`config.mk`:
```
export PLATFORM = sky130hd
export DESIGN_NAME = lsq_top
export DESIGN_NICKNAME = d
export VERILOG_FILES = /design/src/design/lsq_pkg.sv /design/src/design/queue_ptrs.sv /design/src/design/store_forward.sv /design/src/design/store_queue.sv /design/src/design/load_queue.sv /design/src/design/lsq_top.sv
export SDC_FILE = /design/constraint.sdc
export NUM_CORES = 2
export LEC_CHECK = 0
export ABC_AREA = 1
export BUFFER_PORTS_ARGS = -buffer_cell sky130_fd_sc_hd__buf_2
export CAP_MARGIN = 20
export CORE_MARGIN = 2
export CORE_UTILIZATION = 45
export DETAILED_ROUTE_END_ITERATION = 12
export PLACE_DENSITY = 0.61
export SLEW_MARGIN = 30
export SYNTH_ARGS = -nofsm -noshare
export SYNTH_HDL_FRONTEND = slang
export SYNTH_SLANG_ARGS = --single-unit
```
`constraint.sdc`:
```
create_clock -name clock -period 5.7 [get_ports clock]
set_clock_uncertainty 0.2 [all_clocks]
set_input_delay 0.855 -clock clock [delete_from_list [all_inputs] [get_ports clock]]
set_output_delay 0.855 -clock clock [all_outputs]
set_load 0.03 [all_outputs]
```
`src/design/lsq_pkg.sv`:
```
`default_nettype none

package lsq_pkg;

  // Doubleword address, byte address without its three low bits
  localparam int WORD_ADDR_W = 29;
  localparam int DATA_W      = 64;

  typedef logic [WORD_ADDR_W-1:0] word_addr_t;
  typedef logic [DATA_W-1:0]      data_t;

  // Operation class at dispatch and retire
  typedef enum logic {
    MEM_LOAD  = 1'b0,
    MEM_STORE = 1'b1
  } mem_op_e;

  // Store execution payload, also the cache write
  typedef struct packed {
    word_addr_t addr;
    data_t      data;
  } mem_write_t;

  // Answer from the store queue search
  typedef struct packed {
    logic  hit;
    data_t data;
  } fwd_result_t;

  // Completed load
  typedef struct packed {
    data_t data;
    logic  forwarded;
  } load_result_t;

endpackage

`default_nettype wire

```
`src/design/queue_ptrs.sv`:
```
`timescale 1ns/10ps
`default_nettype none

module queue_ptrs #(
  parameter int DEPTH = 8
) (
  input  logic                 clock,
  input  logic                 reset,
  input  logic                 push,
  input  logic                 pop,
  output logic [$clog2(DEPTH):0] head,
  output logic [$clog2(DEPTH):0] tail,
  output logic                 full,
  output logic [$clog2(DEPTH):0] count
);

  localparam int IDX_W = $clog2(DEPTH);

  assign count = tail - head;

  // Same slot, opposite lap
  assign full = (head[IDX_W-1:0] == tail[IDX_W-1:0]) && (head[IDX_W] != tail[IDX_W]);

  always_ff @(posedge clock) begin
    if (reset) begin
      head <= '0;
      tail <= '0;
    end else begin
      if (push) begin
        tail <= tail + 1'b1;
      end
      if (pop) begin
        head <= head + 1'b1;
      end
    end
  end

  assert property (@(posedge clock) disable iff (reset) pop |-> count != '0)
    else $error("queue_ptrs: pop on empty queue");

  assert property (@(posedge clock) disable iff (reset) push |-> !full)
    else $error("queue_ptrs: push on full queue");

endmodule

`default_nettype wire

```
`src/design/store_forward.sv`:
```
`timescale 1ns/10ps
`default_nettype none

module store_forward import lsq_pkg::*; #(
  parameter int DEPTH = 8
) (
  input  word_addr_t [DEPTH-1:0]   entry_addr,
  input  logic [DEPTH-1:0]         entry_done,
  input  logic [$clog2(DEPTH):0]   head,
  input  logic [$clog2(DEPTH):0]   bound,
  input  word_addr_t               addr,
  output logic                     hit,
  output logic [$clog2(DEPTH)-1:0] hit_idx
);

  localparam int IDX_W = $clog2(DEPTH);
  localparam int PTR_W = IDX_W + 1;

  logic [PTR_W-1:0] span;
  logic             in_range;
  logic [IDX_W-1:0] slot;

  // Stores older than the load, head up to bound
  assign span = bound - head;

  // Larger span means the recorded stores have already left the queue
  assign in_range = span <= PTR_W'(DEPTH);

  // Walk oldest to youngest so the last match wins
  always_comb begin
    hit     = 1'b0;
    hit_idx = '0;
    slot    = '0;
    for (int k = 0; k < DEPTH; k++) begin
      slot = head[IDX_W-1:0] + IDX_W'(k);
      if (in_range && (PTR_W'(k) < span) && entry_done[slot] &&
          (entry_addr[slot] == addr)) begin
        hit     = 1'b1;
        hit_idx = slot;
      end
    end
  end

endmodule

`default_nettype wire

```
`src/design/store_queue.sv`:
```
`timescale 1ns/10ps
`default_nettype none

module store_queue import lsq_pkg::*; #(
  parameter int DEPTH = 8
) (
  input  logic                     clock,
  input  logic                     reset,
  input  logic                     dispatch_push,
  input  logic                     exec_valid,
  input  logic [$clog2(DEPTH)-1:0] exec_idx,
  input  mem_write_t               exec,
  input  logic                     retire_pop,
  input  word_addr_t               fwd_addr,
  input  logic [$clog2(DEPTH):0]   fwd_bound,
  output logic                     full,
  output logic [$clog2(DEPTH):0]   tail,
  output fwd_result_t              fwd,
  output logic                     cache_wr_en,
  output mem_write_t               cache_wr
);

  localparam int IDX_W = $clog2(DEPTH);

  mem_write_t             entry [DEPTH];
  logic [DEPTH-1:0]       done;
  word_addr_t [DEPTH-1:0] entry_addr;
  logic [IDX_W:0]         head;
  logic [IDX_W-1:0]       head_idx;
  logic [IDX_W-1:0]       tail_idx;
  logic                   hit;
  logic [IDX_W-1:0]       hit_idx;

  assign head_idx = head[IDX_W-1:0];
  assign tail_idx = tail[IDX_W-1:0];

  queue_ptrs #(
    .DEPTH (DEPTH)
  ) u_ptrs (
    .clock (clock),
    .reset (reset),
    .push  (dispatch_push),
    .pop   (retire_pop),
    .head  (head),
    .tail  (tail),
    .full  (full),
    .count ()
  );

  // New entry waits for its execute
  always_ff @(posedge clock) begin
    if (reset) begin
      done <= '0;
    end else begin
      if (dispatch_push) begin
        done[tail_idx] <= 1'b0;
      end
      if (exec_valid) begin
        done[exec_idx] <= 1'b1;
      end
    end
  end

  always_ff @(posedge clock) begin
    if (exec_valid) begin
      entry[exec_idx] <= exec;
    end
  end

  always_comb begin
    for (int i = 0; i < DEPTH; i++) begin
      entry_addr[i] = entry[i].addr;
    end
  end

  store_forward #(
    .DEPTH (DEPTH)
  ) u_fwd (
    .entry_addr (entry_addr),
    .entry_done (done),
    .head       (head),
    .bound      (fwd_bound),
    .addr       (fwd_addr),
    .hit        (hit),
    .hit_idx    (hit_idx)
  );

  always_comb begin
    fwd.hit  = hit;
    fwd.data = entry[hit_idx].data;
  end

  // Head store goes to the cache as it retires
  assign cache_wr_en = retire_pop;
  assign cache_wr    = entry[head_idx];

  assert property (@(posedge clock) disable iff (reset) retire_pop |-> done[head_idx])
    else $error("store_queue: retiring store was never executed");

endmodule

`default_nettype wire

```
`src/design/load_queue.sv`:
```
`timescale 1ns/10ps
`default_nettype none

module load_queue import lsq_pkg::*; #(
  parameter int DEPTH = 8
) (
  input  logic                     clock,
  input  logic                     reset,
  input  logic                     dispatch_push,
  input  logic [$clog2(DEPTH):0]   sq_tail,
  input  logic                     exec_valid,
  input  logic [$clog2(DEPTH)-1:0] exec_idx,
  input  word_addr_t               exec_addr,
  input  fwd_result_t              fwd,
  input  logic                     cache_rsp_valid,
  input  data_t                    cache_rsp_data,
  input  logic                     retire_pop,
  output logic                     full,
  output logic [$clog2(DEPTH):0]   tail,
  output word_addr_t               fwd_addr,
  output logic [$clog2(DEPTH):0]   fwd_bound,
  output logic                     cache_rd_en,
  output word_addr_t               cache_rd_addr,
  output logic                     done_valid,
  output logic [$clog2(DEPTH)-1:0] done_idx,
  output load_result_t             done
);

  localparam int IDX_W = $clog2(DEPTH);

  // Store tail seen by each load at dispatch
  logic [IDX_W:0]   bound [DEPTH];
  logic [IDX_W-1:0] tail_idx;
  logic             pending;
  logic [IDX_W-1:0] pend_idx;
  logic             fwd_take;
  logic             rsp_take;
  logic             miss;

  assign tail_idx = tail[IDX_W-1:0];

  queue_ptrs #(
    .DEPTH (DEPTH)
  ) u_ptrs (
    .clock (clock),
    .reset (reset),
    .push  (dispatch_push),
    .pop   (retire_pop),
    .head  (),
    .tail  (tail),
    .full  (full),
    .count ()
  );

  always_ff @(posedge clock) begin
    if (dispatch_push) begin
      bound[tail_idx] <= sq_tail;
    end
  end

  assign fwd_addr  = exec_addr;
  assign fwd_bound = bound[exec_idx];

  assign fwd_take = exec_valid && fwd.hit;
  assign miss     = exec_valid && !fwd.hit;
  assign rsp_take = cache_rsp_valid && pending;

  // Cache read goes out in the execute cycle
  assign cache_rd_en   = miss;
  assign cache_rd_addr = exec_addr;

  always_ff @(posedge clock) begin
    if (reset) begin
      done_valid <= 1'b0;
      pending    <= 1'b0;
    end else begin
      done_valid <= fwd_take || rsp_take;
      if (rsp_take) begin
        pending <= 1'b0;
      end
      if (miss) begin
        pending <= 1'b1;
      end
    end
  end

  always_ff @(posedge clock) begin
    if (miss) begin
      pend_idx <= exec_idx;
    end
    if (rsp_take) begin
      done_idx       <= pend_idx;
      done.data      <= cache_rsp_data;
      done.forwarded <= 1'b0;
    end else if (fwd_take) begin
      done_idx       <= exec_idx;
      done.data      <= fwd.data;
      done.forwarded <= 1'b1;
    end
  end

  // One outstanding cache read
  assert property (@(posedge clock) disable iff (reset) miss |-> !pending)
    else $error("load_queue: cache miss while a read is outstanding");

  // Single result port, a hit must not land on a response cycle
  assert property (@(posedge clock) disable iff (reset) !(rsp_take && fwd_take))
    else $error("load_queue: forward hit collides with cache response");

endmodule

`default_nettype wire

```
`src/design/lsq_top.sv`:
```
`timescale 1ns/10ps
`default_nettype none

module lsq_top import lsq_pkg::*; #(
  parameter int DEPTH = 8
) (
  input  logic                     clock,
  input  logic                     reset,
  input  logic                     dispatch_valid,
  input  mem_op_e                  dispatch_op,
  output logic                     dispatch_ready,
  output logic [$clog2(DEPTH)-1:0] dispatch_idx,
  input  logic                     store_exec_valid,
  input  logic [$clog2(DEPTH)-1:0] store_exec_idx,
  input  mem_write_t               store_exec,
  input  logic                     load_exec_valid,
  input  logic [$clog2(DEPTH)-1:0] load_exec_idx,
  input  word_addr_t               load_exec_addr,
  output logic                     cache_rd_en,
  output word_addr_t               cache_rd_addr,
  input  logic                     cache_rsp_valid,
  input  data_t                    cache_rsp_data,
  output logic                     load_done_valid,
  output logic [$clog2(DEPTH)-1:0] load_done_idx,
  output load_result_t             load_done,
  input  logic                     retire_valid,
  input  mem_op_e                  retire_op,
  output logic                     cache_wr_en,
  output mem_write_t               cache_wr
);

  localparam int IDX_W = $clog2(DEPTH);

  logic           sq_push;
  logic           lq_push;
  logic           sq_pop;
  logic           lq_pop;
  logic           sq_full;
  logic           lq_full;
  logic [IDX_W:0] sq_tail;
  logic [IDX_W:0] lq_tail;
  word_addr_t     fwd_addr;
  logic [IDX_W:0] fwd_bound;
  fwd_result_t    fwd;

  assign sq_push = dispatch_valid && (dispatch_op == MEM_STORE);
  assign lq_push = dispatch_valid && (dispatch_op == MEM_LOAD);
  assign sq_pop  = retire_valid && (retire_op == MEM_STORE);
  assign lq_pop  = retire_valid && (retire_op == MEM_LOAD);

  // Ready and index follow the queue being addressed
  assign dispatch_ready = (dispatch_op == MEM_STORE) ? !sq_full : !lq_full;
  assign dispatch_idx   = (dispatch_op == MEM_STORE) ? sq_tail[IDX_W-1:0] : lq_tail[IDX_W-1:0];

  store_queue #(
    .DEPTH (DEPTH)
  ) u_sq (
    .clock         (clock),
    .reset         (reset),
    .dispatch_push (sq_push),
    .exec_valid    (store_exec_valid),
    .exec_idx      (store_exec_idx),
    .exec          (store_exec),
    .retire_pop    (sq_pop),
    .fwd_addr      (fwd_addr),
    .fwd_bound     (fwd_bound),
    .full          (sq_full),
    .tail          (sq_tail),
    .fwd           (fwd),
    .cache_wr_en   (cache_wr_en),
    .cache_wr      (cache_wr)
  );

  load_queue #(
    .DEPTH (DEPTH)
  ) u_lq (
    .clock           (clock),
    .reset           (reset),
    .dispatch_push   (lq_push),
    .sq_tail         (sq_tail),
    .exec_valid      (load_exec_valid),
    .exec_idx        (load_exec_idx),
    .exec_addr       (load_exec_addr),
    .fwd             (fwd),
    .cache_rsp_valid (cache_rsp_valid),
    .cache_rsp_data  (cache_rsp_data),
    .retire_pop      (lq_pop),
    .full            (lq_full),
    .tail            (lq_tail),
    .fwd_addr        (fwd_addr),
    .fwd_bound       (fwd_bound),
    .cache_rd_en     (cache_rd_en),
    .cache_rd_addr   (cache_rd_addr),
    .done_valid      (load_done_valid),
    .done_idx        (load_done_idx),
    .done            (load_done)
  );

  assert property (@(posedge clock) disable iff (reset) dispatch_valid |-> dispatch_ready)
    else $error("lsq_top: dispatch into a full queue");

endmodule

`default_nettype wire

```
## Word-level counts from Yosys, hierarchy flattened

Memory sizes are Yosys's and may differ from the RTL's. A register that Yosys moved wholly into a read port is not among the register bits.
Index checks and enable logic that the tools add are counted.

| word-level totals | value |
|---|---|
| register bits | 97 |
| memories | 2 |
| RAM bits | 776 |
| input port bits | 201 |
| logic and storage cells | 173 |
| output and inout port bits | 197 |

Memories:

| memory | depth | bits a word | read ports | clocked after memory_dff | wr ports | line | text |
|---|---|---|---|---|---|---|---|
| u_sq.entry | 8 | 93 | 10 | 1 | 1 | store_queue.sv:25 | `mem_write_t entry [DEPTH];` |
| u_lq.bound | 8 | 4 | 1 | 0 | 1 | load_queue.sv:32 | `logic [IDX_W:0] bound [DEPTH];` |

| cells by class | value |
|---|---|
| bitwise operators | 5 |
| multiplexer cells | 69 |
| equality and inequality tests | 12 |
| reductions and logical operators | 41 |
| $lt $le $gt $ge | 21 |
| add/subtract/negate cells | 12 |

Operator list:

| cell | number |
|---|---|
| $bmux W29 S3 | 8 |
| $eq A29 B29 Y1 | 8 |
| $mux W29 | 8 |
| $mux W65 | 2 |
| $lt A3 B4 Y1 const B | 10 |
| $mux W3 | 13 |
| $logic_and A1 B1 Y1 | 35 |
| $mux W1 | 25 |
| $bmux W1 S3 | 8 |
| $mux W8 | 3 |
| $add A4 B1 Y4 const B | 4 |
| $lt A3 B4 Y1 const A | 4 |
| $add A3 B3 Y3 const B | 4 |
| $and A8 B8 Y8 | 1 |
| $lt A1 B4 Y1 const A | 2 |
| $lt A2 B4 Y1 const A | 2 |
| $not A8 Y8 | 1 |
| $or A8 B8 Y8 | 1 |
| $add A3 B2 Y3 const B | 2 |
| $demux W1 S3 | 2 |
| $eq A3 B3 Y1 | 2 |
| $ge A3 B1 Y1 const B | 2 |
| $le A4 B4 Y1 const B | 1 |
| $reduce_bool A2 Y1 | 2 |
| other kinds (6) | 10 |

## Longest topological paths before layout

An unclocked memory read counts as a cell.

| depth | value |
|---|---|
| depth in word-level cells | 17 |
| gate-level depth with buffers | 35 |
| depth with buffers taken out | 31 |

## By module

Synthesis repeated with hierarchy kept, for this count alone.

| second synthesis, totals | value |
|---|---|
| cells, all modules | 7,824 |
| area, all modules | 55,846.1 sq um |

Modules (own cells, without submodules):

| module | seq. area each (sq um) | area each (sq um) | cells an instance | times used |
|---|---|---|---|---|
| store_queue | 22,501.6 | 37,454.7 | 4,474 | 1 |
| store_forward | 0.0 | 12,154.2 | 2,663 | 1 |
| load_queue | 3,123.0 | 5,195.0 | 526 | 1 |
| queue_ptrs | 160.2 | 478.0 | 69 | 2 |
| lsq_top | 0.0 | 86.3 | 23 | 1 |

## Worst setup path before layout

Ideal clock, no wire load.

| timing path | value |
|---|---|
| path kind | input to register |
| start | input load_exec_idx[0] |
| end | register u_lq.done[10] (netlist name), enable pin |
| library setup time | 0.427 ns |
| cell stages on the path | 20 |
| required time | 5.073 ns |
| arrival | 5.111 ns |
| buffers on the path | 2 |
| setup slack | -0.037 ns |
| cell sequence | buf_2 inv_1 clkbuf_1 o21ai_0 o221ai_1 o21ai_0 ha_1 fa_1 inv_1 nor3_1 inv_1 a21oi_1 nand4_1 nor4_2 nand2_1 nor2_2 nor3_1 nand2_1 nand2_1 nand2_1 |

| on the way | value |
|---|---|
| longest elaborated chain between the ends | 16 |
| elaborated cells on any way between the ends | 45 |
| classes of those cells | add/sub (1); order compare (9); mux (8); reduce/logical (26); memory (1) |

Ends and longest elaborated chain:

| element | line | text |
|---|---|---|
| start: declaration | lsq_top.sv:17 | `input logic [$clog2(DEPTH)-1:0] load_exec_idx,` |
| $mem_v2 Z8 W4 (*) | -- |  |
| $sub A4 B4 Y4 (*) | store_forward.sv:24 | `assign span = bound - head;` |
| $le A4 B4 Y1 or $lt A1 B4 Y1 (tied branches) | store_forward.sv:27, store_forward.sv:36 |  |
| $logic_and A1 B1 Y1 (3 in a row) | store_forward.sv:36 | `if (in_range && (PTR_W'(k) < span) && entry_done[slot] &&` |
| $mux W1 (7 in a row) | store_forward.sv:36 |  |
| $mux W1 (*) | store_forward.sv:36 |  |
| $logic_and A1 B1 Y1 (*) | load_queue.sv:64 | `assign fwd_take = exec_valid && fwd.hit;` |
| $reduce_bool A2 Y1 (no source line) (*) | -- |  |
| end: declaration | load_queue.sv:26 | `output load_result_t done` |

Mark *: on every way between the ends. The rest lies on a longest branch, timed or not.
A chain may end at the register's enable or synchronous reset.

## Final worst setup path

| timing path | value |
|---|---|
| start | register u_sq.u_ptrs.head[2] |
| end | output cache_rd_en |

| on the way | value |
|---|---|
| longest elaborated chain between the ends | 15 |
| elaborated cells on any way between the ends | 91 |
| classes of those cells | add/sub (8); order compare (9); eq/ne (8); mux (40); reduce/logical (26) |

Ends and longest elaborated chain:

| element | line | text |
|---|---|---|
| start: declaration | queue_ptrs.sv:11 | `output logic [$clog2(DEPTH):0] head,` |
| start signal: assignment | queue_ptrs.sv:33 | `head <= head + 1'b1;` |
| parallel branches: the longest is 12 deep, another holds $add A3 B1 Y3 | -- |  |
| $mux W1 (*) | store_forward.sv:36 |  |
| $logic_not A1 Y1 (*) | load_queue.sv:65 | `assign miss = exec_valid && !fwd.hit;` |
| $logic_and A1 B1 Y1 (*) | load_queue.sv:65 |  |
| end: declaration | lsq_top.sv:19 | `output logic cache_rd_en,` |

Every way passes the cells marked *. The select of a mux whose other input is x is not followed.

==> impl_metrics.xml <==
<?xml version="1.0" encoding="UTF-8"?>
<metrics>
  <group name="synthesis">
    <metric name="synth_async_sr_flop_share" unit="%">0</metric>
    <metric name="synth.yosys.seq_area_share" unit="%">49.7</metric>
    <metric name="synth.ff_latch_count" unit="">876</metric>
    <metric name="synthDistinctLibCells" unit="">48</metric>
    <metric name="netlist_area" unit="mm2">0.0523</metric>
    <metric name="synth_edf_count" unit="">846</metric>
    <metric name="dominant_register_cell_in_the_synthesized_netlist" unit="">edfxtp_1</metric>
    <metric name="synthesis.instances" unit="">6701</metric>
    <metric name="synth_warnings" unit="">0</metric>
    <metric name="synthesis.nets" unit="">6912</metric>
    <metric name="syn-mean-instance-area" unit="um2">7.80</metric>
  </group>
  <group name="floorplan">
    <metric name="floorplan.initialDensity" unit="%">45.2</metric>
    <metric name="ioPinCount" unit="">398</metric>
    <metric name="die_area" unit="mm2">0.119</metric>
    <metric name="die_width" unit="um">345</metric>
    <metric name="floorplan.core_area" unit="mm2">0.116</metric>
    <metric name="die_height" unit="um">345</metric>
    <metric name="row_count" unit="">125</metric>
  </group>
  <group name="setup_path">
    <metric name="crit_path_start_kind" unit="">flip-flop</metric>
    <metric name="cp-end-kind" unit="">output port</metric>
    <metric name="path_class" unit="">flip-flop to output port</metric>
    <metric name="worstPathRequired" unit="ns">4.64</metric>
    <metric name="rr_startpoint" unit="">u_sq.u_ptrs.head[0]</metric>
    <metric name="ff2ff_setup_slack" unit="ns">0.57</metric>
    <metric name="max_stage_delay" unit="ns">0.47</metric>
    <metric name="critPathBufInv" unit="">5</metric>
    <metric name="critical_path_arrival" unit="ns">4.42</metric>
    <metric name="worst-r2r-cell-count" unit="">25</metric>
    <metric name="cell_at_the_slowest_stage_of_the_critical_path" unit="">clkinv_1</metric>
    <metric name="cpLargestDelayFamily" unit="">buffers and inverters</metric>
    <metric name="capturing_point_of_the_worst_reg2reg_path" unit="">u_lq.done[33]</metric>
    <metric name="crit_fanout" unit="">25</metric>
    <metric name="worst-path-stages" unit="">18</metric>
    <metric name="critical-path-top-cell-by-count" unit="">nand2_1</metric>
    <metric name="worst_path_cell_trace" unit="">ha_2 &gt; clkinv_1 &gt; buf_12 &gt; nand3_1 &gt; nand2_1 &gt; o21ai_0 &gt; a211oi_1 &gt; nand2_1 &gt; nor2_1 &gt; nand2_1 &gt; nor2_1 &gt; nand2_1 &gt; inv_2 &gt; buf_4 &gt; nor4_1 &gt; nand2_2 &gt; nor2_1 &gt; clkbuf_4</metric>
  </group>
  <group name="placement">
    <metric name="dp_hpwl" unit="um">130000</metric>
    <metric name="place_ws" unit="ns">-0.00563</metric>
    <metric name="portBuffers" unit="">397</metric>
    <metric name="post-place-cells" unit="">8331</metric>
    <metric name="finalWeightedCongestion" unit="">1.07</metric>
  </group>
  <group name="sta">
    <metric name="finalMaxSlewViolations" unit="">0</metric>
    <metric name="achievable-frequency" unit="GHz">0.183</metric>
    <metric name="post_route_fraction_of_the_period_consumed_by_the_critical_path" unit="%">96.0</metric>
    <metric name="timing.max_slew.rel_slack" unit="%">30.0</metric>
    <metric name="totalNegativeSetupSlack" unit="ns">0</metric>
    <metric name="setup_viol" unit="">0</metric>
    <metric name="min_period" unit="ns">5.47</metric>
    <metric name="report.final.hold_viol_count" unit="">0</metric>
    <metric name="final.setup.worst_slack" unit="ns">0.227</metric>
    <metric name="worst_slew_pin_slew" unit="ns">1.05</metric>
  </group>
  <group name="grt">
    <metric name="antenna_found_initial" unit="">25</metric>
    <metric name="global_route.overflow_total" unit="">0</metric>
    <metric name="first_pass_grt_wire_length" unit="um">291000</metric>
    <metric name="grt_pass1_vias" unit="">46800</metric>
    <metric name="grt_max_degree" unit="">162</metric>
    <metric name="groute.usage.overall" unit="%">32.4</metric>
  </group>
  <group name="job">
    <metric name="max_cap_viol_count" unit="">0</metric>
  </group>
  <group name="drt">
    <metric name="detailroute.via_count" unit="">50400</metric>
    <metric name="drt-pass1-iter-count" unit="">6</metric>
    <metric name="drc" unit="">0</metric>
    <metric name="drt-total-wl" unit="um">196000</metric>
    <metric name="route.antenna.remaining_nets" unit="">0</metric>
    <metric name="wl_cell" unit="um">22.9</metric>
    <metric name="initial_drc_count" unit="">5528</metric>
    <metric name="post_drt_via_cell_ratio" unit="">5.91</metric>
  </group>
  <group name="power">
    <metric name="powerDensity" unit="mW/mm2">293</metric>
    <metric name="p_switching" unit="mW">5.34</metric>
    <metric name="sequentialPowerShare" unit="%">42.5</metric>
    <metric name="power_switching_share" unit="%">30.6</metric>
    <metric name="static-leakage-power" unit="nW">24.5</metric>
    <metric name="share_clk_of_total_power" unit="%">37.0</metric>
    <metric name="power.internal" unit="mW">12.1</metric>
    <metric name="ir_drop" unit="mV">0.264</metric>
    <metric name="comb_power_share" unit="%">20.5</metric>
  </group>
  <group name="cts">
    <metric name="numCtsBuffers" unit="">96</metric>
    <metric name="cts_hold_buf" unit="">0</metric>
    <metric name="root_buf_cell" unit="">clkbuf_16</metric>
    <metric name="h_tree_level_count" unit="">3</metric>
    <metric name="cts_tree" unit="">yes</metric>
    <metric name="clock_tree.buffer_depth" unit="">3</metric>
    <metric name="worstSkewPairLatency" unit="ns">0.70</metric>
    <metric name="worst_setup_hold_path_clk_slew" unit="ns">0.06</metric>
    <metric name="clock_sinks" unit="">876</metric>
  </group>
  <group name="worst_hold_path">
    <metric name="worstHoldPathType" unit="">primary input to flip-flop</metric>
    <metric name="holdCritStartpoint" unit="">load_exec_idx[2]</metric>
    <metric name="holdPathEnd" unit="">u_lq.pend_idx[2]</metric>
    <metric name="hold-path-cell-count" unit="">1</metric>
  </group>
  <group name="finish">
    <metric name="mostFrequentLayoutCells" unit="">nand2_1 (2035), nand3_1 (1479), edfxtp_1 (846), nor2_1 (782), o21ai_0 (454)</metric>
    <metric name="layout-area-overhead-vs-synth" unit="%">14.0</metric>
    <metric name="post_route_cells_drive_above_1_share" unit="%">11.4</metric>
    <metric name="layoutNonFillerInstCount" unit="">8528</metric>
    <metric name="layout_commonest_cell" unit="">nand2_1</metric>
    <metric name="num-nets-final" unit="">7121</metric>
  </group>
  <group name="run_status">
    <metric name="outcome" unit="">finished clean</metric>
  </group>
</metrics>
==> metal layers <==
| layer | vias to the layer above | GRT usage, % | wire, um |
|---|---|---|---|
| met1 | 23900 | 43.6 | 80000 |
| met5 | - | 0 | 172 |
| li1 | 23500 | - | - |
| met2 | 2518 | 51.8 | 89900 |
| met4 | 26 | 14.2 | 8300 |
| met3 | 437 | 5.17 | 17300 |
==> cell usage after synthesis (2+ instances only) <==
cell / instances / area share [%]
o21ai_1: 14 / 0.13
nor3b_1: 4 / 0.057
o22ai_1: 99 / 1.2
or2_2: 2 / 0.024
a21oi_1: 56 / 0.54
o21ai_0: 454 / 4.3
nand2_2: 3 / 0.036
nand2_4: 2 / 0.043
o41ai_1: 3 / 0.050
o2111ai_1: 5 / 0.084
nor2_1: 791 / 5.7
xnor2_1: 3 / 0.050
nand3_1: 1479 / 14
ha_1: 9 / 0.22
nor2_2: 2 / 0.024
a211oi_1: 12 / 0.17
nor3_1: 16 / 0.15
clkbuf_1: 172 / 1.2
edfxtp_1: 846 / 49
dfxtp_1: 30 / 1.1
clkinv_1: 13 / 0.093
xor2_1: 43 / 0.72
inv_2: 11 / 0.079
buf_1: 47 / 0.34
a31oi_1: 97 / 1.2
buf_2: 190 / 1.8
a21o_1: 2 / 0.029
buf_4: 53 / 0.76
and2_0: 4 / 0.048
nand2_1: 2038 / 15
o211ai_1: 10 / 0.14
a22o_1: 2 / 0.034
o221ai_1: 2 / 0.034
nand4_1: 26 / 0.31
and2_1: 6 / 0.072
o21a_1: 4 / 0.057
nor4_1: 2 / 0.024
buf_6: 34 / 0.73
inv_1: 106 / 0.76
==> final cells by class <==
class                           count  area [um2]
Fill cell                       11000       56100
Clock inverter                     62         737
Multi-Input combinational cell   5198       23400
Inverter                          131         522
Tap cell                         1524        1910
Antenna cell                       14        35.0
Timing Repair Buffer              607        4460
Clock buffer                      116        2500
Sequential cell                   876       26000
==> worst reg2reg max path: stages, from the launching register on <==
cell	delay [ns]
dfxtp_4	0.39
ha_1	0.36
xnor2_4	0.45
buf_8	0.25
buf_4	0.23
nand3_1	0.12
nand3_1	0.08
nand4_1	0.36
nor2_1	0.20
nand2_1	0.07
nor2_1	0.28
nand3_1	0.24
nand2_1	0.15
nand3_1	0.08
nand2_1	0.07
nand2_1	0.05
nand2_1	0.24
nand2_8	0.12
buf_12	0.20
buf_12	0.19
nand3_1	0.08
nand2_1	0.05
nand2_1	0.05
nand3_1	0.08
nand3_1	0.21
nand2_1	0.08
==> worst max-delay path by stage <==
stage / from / to / slack (ns)
after floorplan: store_exec_idx[1] / u_sq.entry[3][0] / 0.001
after global placement: load_exec_idx[1] / u_lq.done[32] / 0.05
after detailed placement: load_exec_idx[1] / u_lq.done[35] / -0.006
after CTS: u_sq.u_ptrs.head[0] / cache_rd_en / 0.14
after global routing: load_exec_idx[0] / cache_rd_en / -0.002
final: u_sq.u_ptrs.head[2] / cache_rd_en / 0.23
==> registers in the layout (all words and copies together), names as in the netlist, named ones only <==
| signal | flops |
|---|---|
| u_lq.done | 65 |
| u_sq.u_ptrs.tail | 4 |
| u_lq.bound | 32 |
| u_sq.entry | 744 |
| u_sq.u_ptrs.head | 4 |
| u_lq.u_ptrs.head | 4 |
| u_sq.done | 8 |
| u_lq.pend_idx | 3 |
| u_lq.pending | 1 |
| u_lq.done_idx | 3 |
| u_lq.done_valid | 1 |
| u_lq.u_ptrs.tail | 4 |
==> what timing repair did <==
item	4_1_cts	5_1_grt
endpoints found under the setup margin	0	1
buffers inserted	0	4
gates resized for setup	0	5
hold endpoints to repair	0	0
==> cell families after synthesis <==
family / share of synthesized area [%]
buf+inv: 5.83
xor+xnor: 0.833
simple gates: 35.3
compound gates: 8.03
flops: 49.7
fa+ha+maj: 0.254
==> power by group through the flow <==
| stage | combinational, mW | clock, mW | sequential, mW |
|---|---|---|---|
| 2_1_floorplan | 2.20 | 0 | 7.51 |
| 3_3_place_gp | 3.48 | 0 | 7.54 |
| 3_5_place_dp | 3.50 | 0 | 7.54 |
| 4_1_cts | 3.52 | 6.54 | 7.41 |
| 5_1_grt | 3.88 | 6.78 | 7.43 |
| 6_report | 3.58 | 6.45 | 7.41 |
==> per-stage QoR <==
| stage | cell area, um2 | hold WS (ns) | util, % | power (mW) |
|---|---|---|---|---|
| 2_1_floorplan | 52300 | 0.243 | - | 9.72 |
| 3_3_place_gp | 56200 | 0.252 | 48.5 | 11.0 |
| 5_1_grt | 59600 | 0.197 | 51.5 | 18.1 |
| 6_report | 59600 | 0.214 | 51.5 | 17.4 |
| 3_5_place_dp | 56200 | 0.249 | 48.6 | 11.0 |
| 4_1_cts | 59500 | 0.176 | 51.4 | 17.5 |
Power figures use the tool's default switching activity.
